### config.mk
export PLATFORM = sky130hd
export DESIGN_NAME = fp_add_top
export DESIGN_NICKNAME = d
export VERILOG_FILES = /design/src/verilog/fp_add_pkg.sv /design/src/verilog/fp_sideband_if.sv /design/src/verilog/fp_add_top.sv /design/src/verilog/fp_align.sv /design/src/verilog/fp_classify.sv /design/src/verilog/fp_mantissa_add.sv /design/src/verilog/fp_normalize_round.sv
export VERILOG_INCLUDE_DIRS = /design/src /design/src/verilog
export SDC_FILE = /design/constraint.sdc
export NUM_CORES = 1
export LEC_CHECK = 0
export ABC_AREA = 1
export BUFFER_PORTS_ARGS = -buffer_cell sky130_fd_sc_hd__buf_2
export CAP_MARGIN = 30
export CORE_MARGIN = 2
export CORE_UTILIZATION = 29
export CTS_BUF_LIST = sky130_fd_sc_hd__clkbuf_2
export DETAILED_ROUTE_END_ITERATION = 10
export HOLD_SLACK_MARGIN = 0.03
export MAX_ROUTING_LAYER = met4
export PLACE_DENSITY = 0.51
export SLEW_MARGIN = 20
export SYNTH_ARGS = -nofsm -noshare
export SYNTH_HDL_FRONTEND = slang
export SYNTH_SLANG_ARGS = --single-unit
### constraint.sdc
create_clock -name clk -period 16 [get_ports clk]
set_clock_uncertainty 0.1 [all_clocks]
set_input_delay 2.4 -clock clk [delete_from_list [all_inputs] [get_ports clk]]
set_output_delay 2.4 -clock clk [all_outputs]
set_load 0.005 [all_outputs]
### src/verilog/fp_add_macros.svh
// width and constant definitions for the single-precision adder, included by the RTL files
`ifndef FP_ADD_MACROS_SVH
`define FP_ADD_MACROS_SVH

// field widths of an IEEE-754 single
`define FP_EXP_W 8
`define FP_MAN_W 23

// hidden bit, fraction, then guard, round and sticky
`define FP_EXT_W 27

// smaller operand is never shifted further than this
`define FP_MAX_SHIFT 24

// fraction bit that separates quiet from signalling NaN
`define FP_QNAN_BIT 22

// canonical quiet NaN for invalid operations
`define FP_DEFAULT_NAN 32'h7FC0_0000

// largest biased exponent of a finite number
`define FP_EXP_MAX_FINITE 254

`endif

### src/verilog/fp_add_pkg.sv
// shared types of the pipelined adder: float layout, rounding modes and stage payloads
`default_nettype none

`include "fp_add_macros.svh"

package fp_add_pkg;

    // single-precision layout, sign in the msb
    typedef struct packed {
        logic                 sign;
        logic [`FP_EXP_W-1:0] exponent;
        logic [`FP_MAN_W-1:0] mantissa;
    } fp32_t;

    // codes above RMM round like RTZ
    typedef enum logic [2:0] {
        RNE = 3'd0,
        RTZ = 3'd1,
        RDN = 3'd2,
        RUP = 3'd3,
        RMM = 3'd4
    } round_mode_e;

    // stage 2 to stage 3 payload
    typedef struct packed {
        fp32_t                larger;
        logic [`FP_EXT_W-1:0] small_man;
        logic                 sticky;
        logic                 sub;
    } align_t;

    // stage 3 to stage 4 payload
    typedef struct packed {
        logic [`FP_EXT_W:0]   add_res;
        logic [`FP_EXT_W-1:0] sub_res;
        logic                 sign;
        logic [`FP_EXP_W-1:0] exponent;
        logic                 sticky;
        logic                 sub;
        logic                 exact_zero;
    } sum_t;

endpackage

`default_nettype wire

### src/verilog/fp_sideband_if.sv
// per-operation side-band that travels alongside the datapath from one stage to the next
`timescale 1ns/1ps
`default_nettype none

interface fp_sideband_if;

    logic                    valid;
    fp_add_pkg::round_mode_e round_mode;
    logic                    special_case;
    fp_add_pkg::fp32_t       special_result;
    // sNaN input or inf - inf
    logic                    invalid;
    // at least one denormal input was flushed
    logic                    flushed;

    modport src (
        output valid, round_mode, special_case, special_result, invalid, flushed
    );

    modport dst (
        input valid, round_mode, special_case, special_result, invalid, flushed
    );

endinterface

`default_nettype wire
### src/verilog/fp_add_top.sv
// top level of the four-stage single-precision adder, plain ports to the surrounding logic
`timescale 1ns/1ps
`default_nettype none

module fp_add_top (
    input  logic        clk,
    input  logic        rst,
    input  logic        valid_data_in,
    input  logic [31:0] in1,
    input  logic [31:0] in2,
    input  logic [2:0]  rounding_mode,
    output logic [31:0] out,
    output logic        overflow,
    output logic        underflow,
    output logic        inexact,
    output logic        invalid_operation,
    output logic        valid_data_out
);

    fp_add_pkg::fp32_t  op1;
    fp_add_pkg::fp32_t  op2;
    fp_add_pkg::align_t aligned;
    fp_add_pkg::sum_t   sum;

    // side-band registered by stages 1, 2 and 3
    fp_sideband_if s2_sb ();
    fp_sideband_if s3_sb ();
    fp_sideband_if s4_sb ();

    fp_classify u_classify (
        .clk           (clk),
        .rst           (rst),
        .in1           (fp_add_pkg::fp32_t'(in1)),
        .in2           (fp_add_pkg::fp32_t'(in2)),
        .valid_data_in (valid_data_in),
        .rounding_mode (fp_add_pkg::round_mode_e'(rounding_mode)),
        .sb            (s2_sb.src),
        .op1           (op1),
        .op2           (op2)
    );

    fp_align u_align (
        .clk     (clk),
        .rst     (rst),
        .sb_in   (s2_sb.dst),
        .op1     (op1),
        .op2     (op2),
        .sb_out  (s3_sb.src),
        .aligned (aligned)
    );

    fp_mantissa_add u_mantissa_add (
        .clk     (clk),
        .rst     (rst),
        .sb_in   (s3_sb.dst),
        .aligned (aligned),
        .sb_out  (s4_sb.src),
        .sum     (sum)
    );

    fp_normalize_round u_normalize_round (
        .clk               (clk),
        .rst               (rst),
        .sb                (s4_sb.dst),
        .sum               (sum),
        .out               (out),
        .overflow          (overflow),
        .underflow         (underflow),
        .inexact           (inexact),
        .invalid_operation (invalid_operation),
        .valid_data_out    (valid_data_out)
    );

endmodule

`default_nettype wire

### src/verilog/fp_align.sv
// stage 2 of the adder: orders the operands by magnitude and aligns the smaller mantissa
`timescale 1ns/1ps
`default_nettype none

`include "fp_add_macros.svh"

module fp_align (
    input  logic                clk,
    input  logic                rst,
    fp_sideband_if.dst          sb_in,
    input  fp_add_pkg::fp32_t   op1,
    input  fp_add_pkg::fp32_t   op2,
    fp_sideband_if.src          sb_out,
    output fp_add_pkg::align_t  aligned
);

    logic                                  op1_larger;
    fp_add_pkg::fp32_t                     larger;
    fp_add_pkg::fp32_t                     smaller;
    logic [`FP_EXP_W-1:0]                  exp_diff;
    logic [4:0]                            shamt;
    logic [`FP_EXT_W+`FP_MAX_SHIFT-1:0]    shifted;

    // equal magnitudes keep op1 as the larger one
    assign op1_larger = (op1.exponent > op2.exponent) ||
                        ((op1.exponent == op2.exponent) && (op1.mantissa >= op2.mantissa));
    assign larger     = op1_larger ? op1 : op2;
    assign smaller    = op1_larger ? op2 : op1;
    assign exp_diff   = larger.exponent - smaller.exponent;
    assign shamt      = (exp_diff > `FP_MAX_SHIFT) ? 5'(`FP_MAX_SHIFT) : exp_diff[4:0];

    // low half collects whatever falls off the extended mantissa
    assign shifted = {1'b1, smaller.mantissa, 3'b000, {`FP_MAX_SHIFT{1'b0}}} >> shamt;

    always_ff @(posedge clk or posedge rst) begin
        if (rst) begin
            aligned               <= '0;
            sb_out.valid          <= 1'b0;
            sb_out.round_mode     <= fp_add_pkg::RNE;
            sb_out.special_case   <= 1'b0;
            sb_out.special_result <= '0;
            sb_out.invalid        <= 1'b0;
            sb_out.flushed        <= 1'b0;
        end else begin
            aligned.larger        <= larger;
            aligned.small_man     <= shifted[`FP_EXT_W+`FP_MAX_SHIFT-1 -: `FP_EXT_W];
            aligned.sticky        <= |shifted[`FP_MAX_SHIFT-1:0];
            aligned.sub           <= op1.sign ^ op2.sign;
            sb_out.valid          <= sb_in.valid;
            sb_out.round_mode     <= sb_in.round_mode;
            sb_out.special_case   <= sb_in.special_case;
            sb_out.special_result <= sb_in.special_result;
            sb_out.invalid        <= sb_in.invalid;
            sb_out.flushed        <= sb_in.flushed;
        end
    end

endmodule

`default_nettype wire

### src/verilog/fp_classify.sv
// stage 1 of the adder: registers the operands, classifies them and registers the special result
`timescale 1ns/1ps
`default_nettype none

`include "fp_add_macros.svh"

module fp_classify (
    input  logic                    clk,
    input  logic                    rst,
    input  fp_add_pkg::fp32_t       in1,
    input  fp_add_pkg::fp32_t       in2,
    input  logic                    valid_data_in,
    input  fp_add_pkg::round_mode_e rounding_mode,
    fp_sideband_if.src              sb,
    output fp_add_pkg::fp32_t       op1,
    output fp_add_pkg::fp32_t       op2
);

    fp_add_pkg::fp32_t       a;
    fp_add_pkg::fp32_t       b;
    logic                    valid_q;
    fp_add_pkg::round_mode_e rm_q;
    logic                    a_zero, a_inf, a_qnan, a_snan, a_den;
    logic                    b_zero, b_inf, b_qnan, b_snan, b_den;
    logic                    special_c;
    fp_add_pkg::fp32_t       result_c;

    // input register, sampled together with valid_data_in
    always_ff @(posedge clk or posedge rst) begin
        if (rst) begin
            a       <= '0;
            b       <= '0;
            valid_q <= 1'b0;
            rm_q    <= fp_add_pkg::RNE;
        end else begin
            a       <= in1;
            b       <= in2;
            valid_q <= valid_data_in;
            rm_q    <= rounding_mode;
        end
    end

    assign a_zero = (a.exponent == '0) && (a.mantissa == '0);
    assign a_den  = (a.exponent == '0) && (a.mantissa != '0);
    assign a_inf  = (a.exponent == '1) && (a.mantissa == '0);
    assign a_qnan = (a.exponent == '1) && a.mantissa[`FP_QNAN_BIT];
    assign a_snan = (a.exponent == '1) && (a.mantissa != '0) && !a.mantissa[`FP_QNAN_BIT];
    assign b_zero = (b.exponent == '0) && (b.mantissa == '0);
    assign b_den  = (b.exponent == '0) && (b.mantissa != '0);
    assign b_inf  = (b.exponent == '1) && (b.mantissa == '0);
    assign b_qnan = (b.exponent == '1) && b.mantissa[`FP_QNAN_BIT];
    assign b_snan = (b.exponent == '1) && (b.mantissa != '0) && !b.mantissa[`FP_QNAN_BIT];

    // special result priority, first match wins
    always_comb begin
        special_c = 1'b1;
        result_c  = '0;
        if (a_qnan) begin
            result_c = a;
        end else if (b_qnan) begin
            result_c = b;
        end else if (a_snan) begin
            result_c = a;
            result_c.mantissa[`FP_QNAN_BIT] = 1'b1;
        end else if (b_snan) begin
            result_c = b;
            result_c.mantissa[`FP_QNAN_BIT] = 1'b1;
        end else if (a_inf && b_inf) begin
            result_c = (a.sign == b.sign) ? a : fp_add_pkg::fp32_t'(`FP_DEFAULT_NAN);
        end else if (a_inf) begin
            result_c = a;
        end else if (b_inf) begin
            result_c = b;
        end else if ((a_zero || a_den) && (b_zero || b_den)) begin
            if (a.sign == b.sign) begin
                result_c = a;
            end else begin
                // opposite zeros give +0, except -0 when rounding down
                result_c.sign = (rm_q == fp_add_pkg::RDN);
            end
        end else if (a_zero || a_den) begin
            result_c = b;
        end else if (b_zero || b_den) begin
            result_c = a;
        end else begin
            special_c = 1'b0;
        end
    end

    always_ff @(posedge clk or posedge rst) begin
        if (rst) begin
            op1               <= '0;
            op2               <= '0;
            sb.valid          <= 1'b0;
            sb.round_mode     <= fp_add_pkg::RNE;
            sb.special_case   <= 1'b0;
            sb.special_result <= '0;
            sb.invalid        <= 1'b0;
            sb.flushed        <= 1'b0;
        end else begin
            op1               <= a;
            op2               <= b;
            sb.valid          <= valid_q;
            sb.round_mode     <= rm_q;
            sb.special_case   <= special_c;
            sb.special_result <= result_c;
            sb.invalid        <= a_snan || b_snan || (a_inf && b_inf && (a.sign != b.sign));
            sb.flushed        <= a_den || b_den;
        end
    end

endmodule

`default_nettype wire

### src/verilog/fp_mantissa_add.sv
// stage 3 of the adder: forms sum and difference of the extended mantissas and spots exact zero
`timescale 1ns/1ps
`default_nettype none

`include "fp_add_macros.svh"

module fp_mantissa_add (
    input  logic               clk,
    input  logic               rst,
    fp_sideband_if.dst         sb_in,
    input  fp_add_pkg::align_t aligned,
    fp_sideband_if.src         sb_out,
    output fp_add_pkg::sum_t   sum
);

    logic [`FP_EXT_W-1:0] big_man;

    // larger mantissa with hidden bit and empty grs positions
    assign big_man = {1'b1, aligned.larger.mantissa, 3'b000};

    always_ff @(posedge clk or posedge rst) begin
        if (rst) begin
            sum                   <= '0;
            sb_out.valid          <= 1'b0;
            sb_out.round_mode     <= fp_add_pkg::RNE;
            sb_out.special_case   <= 1'b0;
            sb_out.special_result <= '0;
            sb_out.invalid        <= 1'b0;
            sb_out.flushed        <= 1'b0;
        end else begin
            sum.add_res           <= {1'b0, big_man} + {1'b0, aligned.small_man};
            // never negative, the larger magnitude is always on the left
            sum.sub_res           <= big_man - aligned.small_man;
            sum.sign              <= aligned.larger.sign;
            sum.exponent          <= aligned.larger.exponent;
            sum.sticky            <= aligned.sticky;
            sum.sub               <= aligned.sub;
            sum.exact_zero        <= aligned.sub && (big_man == aligned.small_man);
            sb_out.valid          <= sb_in.valid;
            sb_out.round_mode     <= sb_in.round_mode;
            sb_out.special_case   <= sb_in.special_case;
            sb_out.special_result <= sb_in.special_result;
            sb_out.invalid        <= sb_in.invalid;
            sb_out.flushed        <= sb_in.flushed;
        end
    end

endmodule

`default_nettype wire

### src/verilog/fp_normalize_round.sv
// stage 4 of the adder: normalizes, rounds, picks the exception result and registers the outputs
`timescale 1ns/1ps
`default_nettype none

`include "fp_add_macros.svh"

module fp_normalize_round (
    input  logic             clk,
    input  logic             rst,
    fp_sideband_if.dst       sb,
    input  fp_add_pkg::sum_t sum,
    output logic [31:0]      out,
    output logic             overflow,
    output logic             underflow,
    output logic             inexact,
    output logic             invalid_operation,
    output logic             valid_data_out
);

    logic [4:0]           lzc;
    logic [`FP_EXT_W-1:0] sub_norm;
    logic [`FP_MAN_W-1:0] norm_man;
    logic [`FP_EXP_W:0]   norm_exp;
    logic                 guard, round, sticky, grs;
    logic                 round_up;
    logic [`FP_MAN_W:0]   man_inc;
    logic [`FP_MAN_W-1:0] rnd_man;
    logic [`FP_EXP_W:0]   rnd_exp;
    logic                 exp_ovf, exp_unf;
    logic                 rdn;
    logic [31:0]          max_finite, infinity;

    // leading zeros of the difference, highest set bit wins
    always_comb begin
        lzc = 5'd0;
        for (int i = 0; i < `FP_EXT_W; i++) begin
            if (sum.sub_res[i]) begin
                lzc = 5'(`FP_EXT_W - 1 - i);
            end
        end
    end

    assign sub_norm = sum.sub_res << lzc;

    always_comb begin
        if (sum.sub) begin
            norm_man = sub_norm[`FP_EXT_W-2:3];
            guard    = sub_norm[2];
            round    = sub_norm[1];
            sticky   = sub_norm[0] | sum.sticky;
            norm_exp = {1'b0, sum.exponent} - {4'b0000, lzc};
        end else if (sum.add_res[`FP_EXT_W]) begin
            // carry out, one position right
            norm_man = sum.add_res[`FP_EXT_W-1:4];
            guard    = sum.add_res[3];
            round    = sum.add_res[2];
            sticky   = sum.add_res[1] | sum.add_res[0] | sum.sticky;
            norm_exp = {1'b0, sum.exponent} + 9'd1;
        end else begin
            norm_man = sum.add_res[`FP_EXT_W-2:3];
            guard    = sum.add_res[2];
            round    = sum.add_res[1];
            sticky   = sum.add_res[0] | sum.sticky;
            norm_exp = {1'b0, sum.exponent};
        end
    end

    assign grs = guard | round | sticky;
    assign rdn = (sb.round_mode == fp_add_pkg::RDN);

    always_comb begin
        case (sb.round_mode)
            fp_add_pkg::RNE: round_up = guard & (round | sticky | norm_man[0]);
            fp_add_pkg::RDN: round_up = sum.sign & grs;
            fp_add_pkg::RUP: round_up = !sum.sign & grs;
            fp_add_pkg::RMM: round_up = guard;
            default:         round_up = 1'b0;
        endcase
    end

    assign man_inc = {1'b0, norm_man} + {{`FP_MAN_W{1'b0}}, round_up};
    // a rounding carry leaves the fraction bits all zero
    assign rnd_man = man_inc[`FP_MAN_W-1:0];
    assign rnd_exp = norm_exp + {{`FP_EXP_W{1'b0}}, man_inc[`FP_MAN_W]};

    // msb of the 9-bit exponent marks a borrow below zero
    assign exp_ovf = !sum.sub && (rnd_exp > 9'(`FP_EXP_MAX_FINITE));
    assign exp_unf = sum.sub && ((rnd_exp == '0) || rnd_exp[`FP_EXP_W]);

    assign max_finite = {sum.sign, 8'(`FP_EXP_MAX_FINITE), {`FP_MAN_W{1'b1}}};
    assign infinity   = {sum.sign, {`FP_EXP_W{1'b1}}, {`FP_MAN_W{1'b0}}};

    always_ff @(posedge clk or posedge rst) begin
        if (rst) begin
            out               <= '0;
            overflow          <= 1'b0;
            underflow         <= 1'b0;
            inexact           <= 1'b0;
            invalid_operation <= 1'b0;
            valid_data_out    <= 1'b0;
        end else begin
            invalid_operation <= sb.invalid;
            valid_data_out    <= sb.valid;
            overflow          <= 1'b0;
            underflow         <= 1'b0;
            inexact           <= sb.flushed | grs;
            if (sb.special_case) begin
                out       <= sb.special_result;
                underflow <= sb.flushed;
                inexact   <= 1'b0;
            end else if (sum.exact_zero) begin
                out       <= {rdn, 31'd0};
                underflow <= sb.flushed;
                inexact   <= 1'b0;
            end else if (exp_ovf) begin
                overflow <= 1'b1;
                // saturate when rounding toward zero in the direction of the sign
                case (sb.round_mode)
                    fp_add_pkg::RTZ: out <= max_finite;
                    fp_add_pkg::RDN: out <= sum.sign ? infinity : max_finite;
                    fp_add_pkg::RUP: out <= sum.sign ? max_finite : infinity;
                    default:         out <= infinity;
                endcase
            end else if (exp_unf) begin
                out       <= {sum.sign | rdn, 31'd0};
                underflow <= grs;
            end else begin
                out <= {sum.sign, rnd_exp[`FP_EXP_W-1:0], rnd_man};
            end
        end
    end

endmodule

`default_nettype wire

==> impl_metrics.toml <==
[outcome]
status = "completed"

[run]
cap_violations = 0

[die]
start_util_pct = 29.3
dieArea_sq_mm = 0.0745
boundaryPins = 107
core_area_sq_mm = 0.0716
die_width_microns = 273
fp-row-count = 98
die_y_microns = 273

[timing]
min_period_ps = 7530
relSlewSlack_pct = 34.4
fin_crit_sh_pct = 47.1
rsz0062_at_grt = "false"
finalSetupTns_ps = 0
setup_viol = 0
max_freq_ghz = 0.133
slew_viol_final = 0
setup_ws_ps = 8470
finalHoldViolations = 0
tightest_slew_ps = 981

[setup_path]
critPathKind = "flip-flop to flip-flop"
worstPathMaxFanout = 35
r2r_start = "u_mantissa_add.sum[13]$_DFF_PP0_"
required_ps = 16880
critPathArrivalTime_ps = 8410
max_stage_delay_ps = 520
crit_path_end_kind = "flip-flop"
crit_path_start_kind = "flip-flop"
cp_slowest_cell = "nand2_1"
reg2reg_slack_ps = 8470
cp_common_cell = "nand2_1"
rr_worst_depth = 56
rr_endpoint = "u_normalize_round.out[4]$_DFF_PP0_"

[worst_hold_path]
min_to = "u_align.sb_out.special_result[30]$_DFF_PP0_"
worstHoldStart = "u_classify.sb.special_result[30]$_DFF_PP0_"
hp-class = "flip-flop to flip-flop"
worst_hold_path.num_cells = 0

[logic_synthesis]
seq_area_frac_synth_pct = 49.3
syn-cell-area_sq_mm = 0.0210
syn-instance-count = 2512
synth_ff_type = "dfrtp_1"
synth_edf_count = 0
syn_nets = 2675
avgSynthCellArea_sq_um = 8.35
yosysUniqueCellTypes = 65
synth.ff_latch_count = 413
ys_warn_count = 0
ys_async_sr_fraction_pct = 100

[clocking]
clkLatencyLatePin_ps = 1130
cts_tree = "built"
clk_pin_slew_ps = 130
cts_buffers = 106
clk_path_buf_depth = 3
htreeDepth = 3
numClockSinks = 413
cts_hold_buf = 0
cts_resized = 0
post-cts-setup-buffer-count = 0
cts_root_buf = "clkbuf_2"

[detailed_routing]
drc = 0
vias = 17549
vias_per_cell = 4.76
wl_per_cell_microns = 18.1
wirelength_mm = 66.8
drt_iter0_drc = 1384
drtAntennaViolNets = 0
detail_route.first_pass.iterations = 8

[layout]
final_cell_mix = "596 x nand2_1, 413 x dfrtp_1, 321 x inv_1"
final_common_cell = "nand2_1"
synthToLayoutAreaGrowth_pct = 11.9
design_area_sq_mm = 0.0235
n_fill_cell = 7641
finish.net_count = 2821
drive_above_1_share_pct = 12.8

[pwr]
power_leakage_nw = 12.1
p_per_area_mw_per_mm2 = 129
peakVddDrop_mv = 0.0435

[grt]
grt_max_degree = 157
overflow = 0
grt_usage_pct = 18.6
grt_pass1_wl_mm = 103
first_global_vias = 17356
antenna_found_initial = 5

[placed_design]
dp_hpwl_mm = 52.8
dpl_cell_area_sq_mm = 0.0224
gp_congestion = 0.959
pre_cts_ws_ps = 8090
io_buffers = 106
==> synthesized netlist by cell type (all sizes together), types with 26 or more instances <==
master	n	area, sq um
ha	91	1140
xor2	53	464
a21oi	89	460
nand2	615	2380
buf	32	199
nand3	320	1640
dfrtp	413	10300
nand4	33	213
clkbuf	54	203
nor2	152	624
nor3	26	135
o21ai	152	772
inv	334	1260
==> sequential cells by signal, summed over array words and instances (netlist names), 3 cells and up <==
signal                                flops
u_align.aligned                          61
u_align.sb_out.round_mode                 3
u_align.sb_out.special_result            32
u_classify.a                             32
u_classify.b                             32
u_classify.op1                           32
u_classify.op2                           32
u_classify.rm_q                           3
u_classify.sb.round_mode                  3
u_classify.sb.special_result             32
u_mantissa_add.sb_out.round_mode          3
u_mantissa_add.sb_out.special_result     32
u_mantissa_add.sum                       66
u_normalize_round.out                    32
==> layer usage <==
layer / wire length, microns / vias up / track usage [%] / part of all wire, %
met5: 0 / - / - / 0
li1: - / 8555 / - / -
met3: 3400 / 92 / 2.84 / 5.1
met4: 1360 / 0 / 5.26 / 2.0
met2: 29800 / 504 / 27.8 / 45
met1: 32200 / 8398 / 26.1 / 48
==> through the flow <==
step,hold slack [ps],util [%],power [W],instances
3_5_place_dp,235,31.3,0.00230,3498
5_1_grt,100,32.8,0.00326,3688
3_3_place_gp,231,31.3,0.00230,3498
6_report,150,32.8,0.00302,3690
4_1_cts,94.0,32.7,0.00306,3683
2_1_floorplan,231,-,0.00193,2512
==> how the worst max path moves through the flow <==
stage	endpoint	slack, ps	start	cells after the start
floorplan	u_align.aligned[0]$_DFF_PP0_	2010	rst	1
global placement	u_normalize_round.out[8]$_DFF_PP0_	8200	u_mantissa_add.sum[14]$_DFF_PP0_	59
detailed placement	u_normalize_round.out[5]$_DFF_PP0_	8090	u_mantissa_add.sum[15]$_DFF_PP0_	58
CTS	u_normalize_round.out[8]$_DFF_PP0_	8160	u_mantissa_add.sum[13]$_DFF_PP0_	58
global route	u_normalize_round.out[4]$_DFF_PP0_	7460	u_mantissa_add.sum[15]$_DFF_PP0_	55
finish	u_normalize_round.out[4]$_DFF_PP0_	8470	u_mantissa_add.sum[13]$_DFF_PP0_	56
==> cell type report <==
type                    instances  area (sq um)  area share [%]
inverters                     337          1280            5.45
well taps                     950          1190            5.06
flip-flops and latches        413         10300            44.0
diodes                          5          12.5          0.0533
repair buffers                124           698            2.97
clock buffers                 150           751            3.20
clock inverters                35           238            1.01
multi-input cells            1676          8970            38.2
==> critical path: cells and delay by family, from the launching register on <==
kind | cells | cell delay, ps
DFF | 1 | 440
AOI/OAI and AO/OA | 5 | 940
xor gates and xnor gates | 1 | 310
adders and majority gates | 3 | 610
and+or+nand+nor | 43 | 4400
buffers and inverters | 4 | 640
==> where the power goes <==
| group | switching (W) | internal [W] | leakage, nW |
|---|---|---|---|
| registers | 0.000104 | 0.00116 | 5.12 |
| clock network | 0.000447 | 0.000294 | 0.745 |
| logic | 0.000699 | 0.000312 | 6.27 |
==> cell families after synthesis <==
family	count (synthesis)	synth area share, %
AND/OR/NAND/NOR	1179	24.8
buffers and inverters	423	7.98
flip-flops	413	49.3
AO/OA/AOI/OAI	342	9.70
adder cells (fa/ha/maj)	93	5.62
XOR/XNOR	62	2.59
No activity file was read; power rests on OpenSTA's default activity.
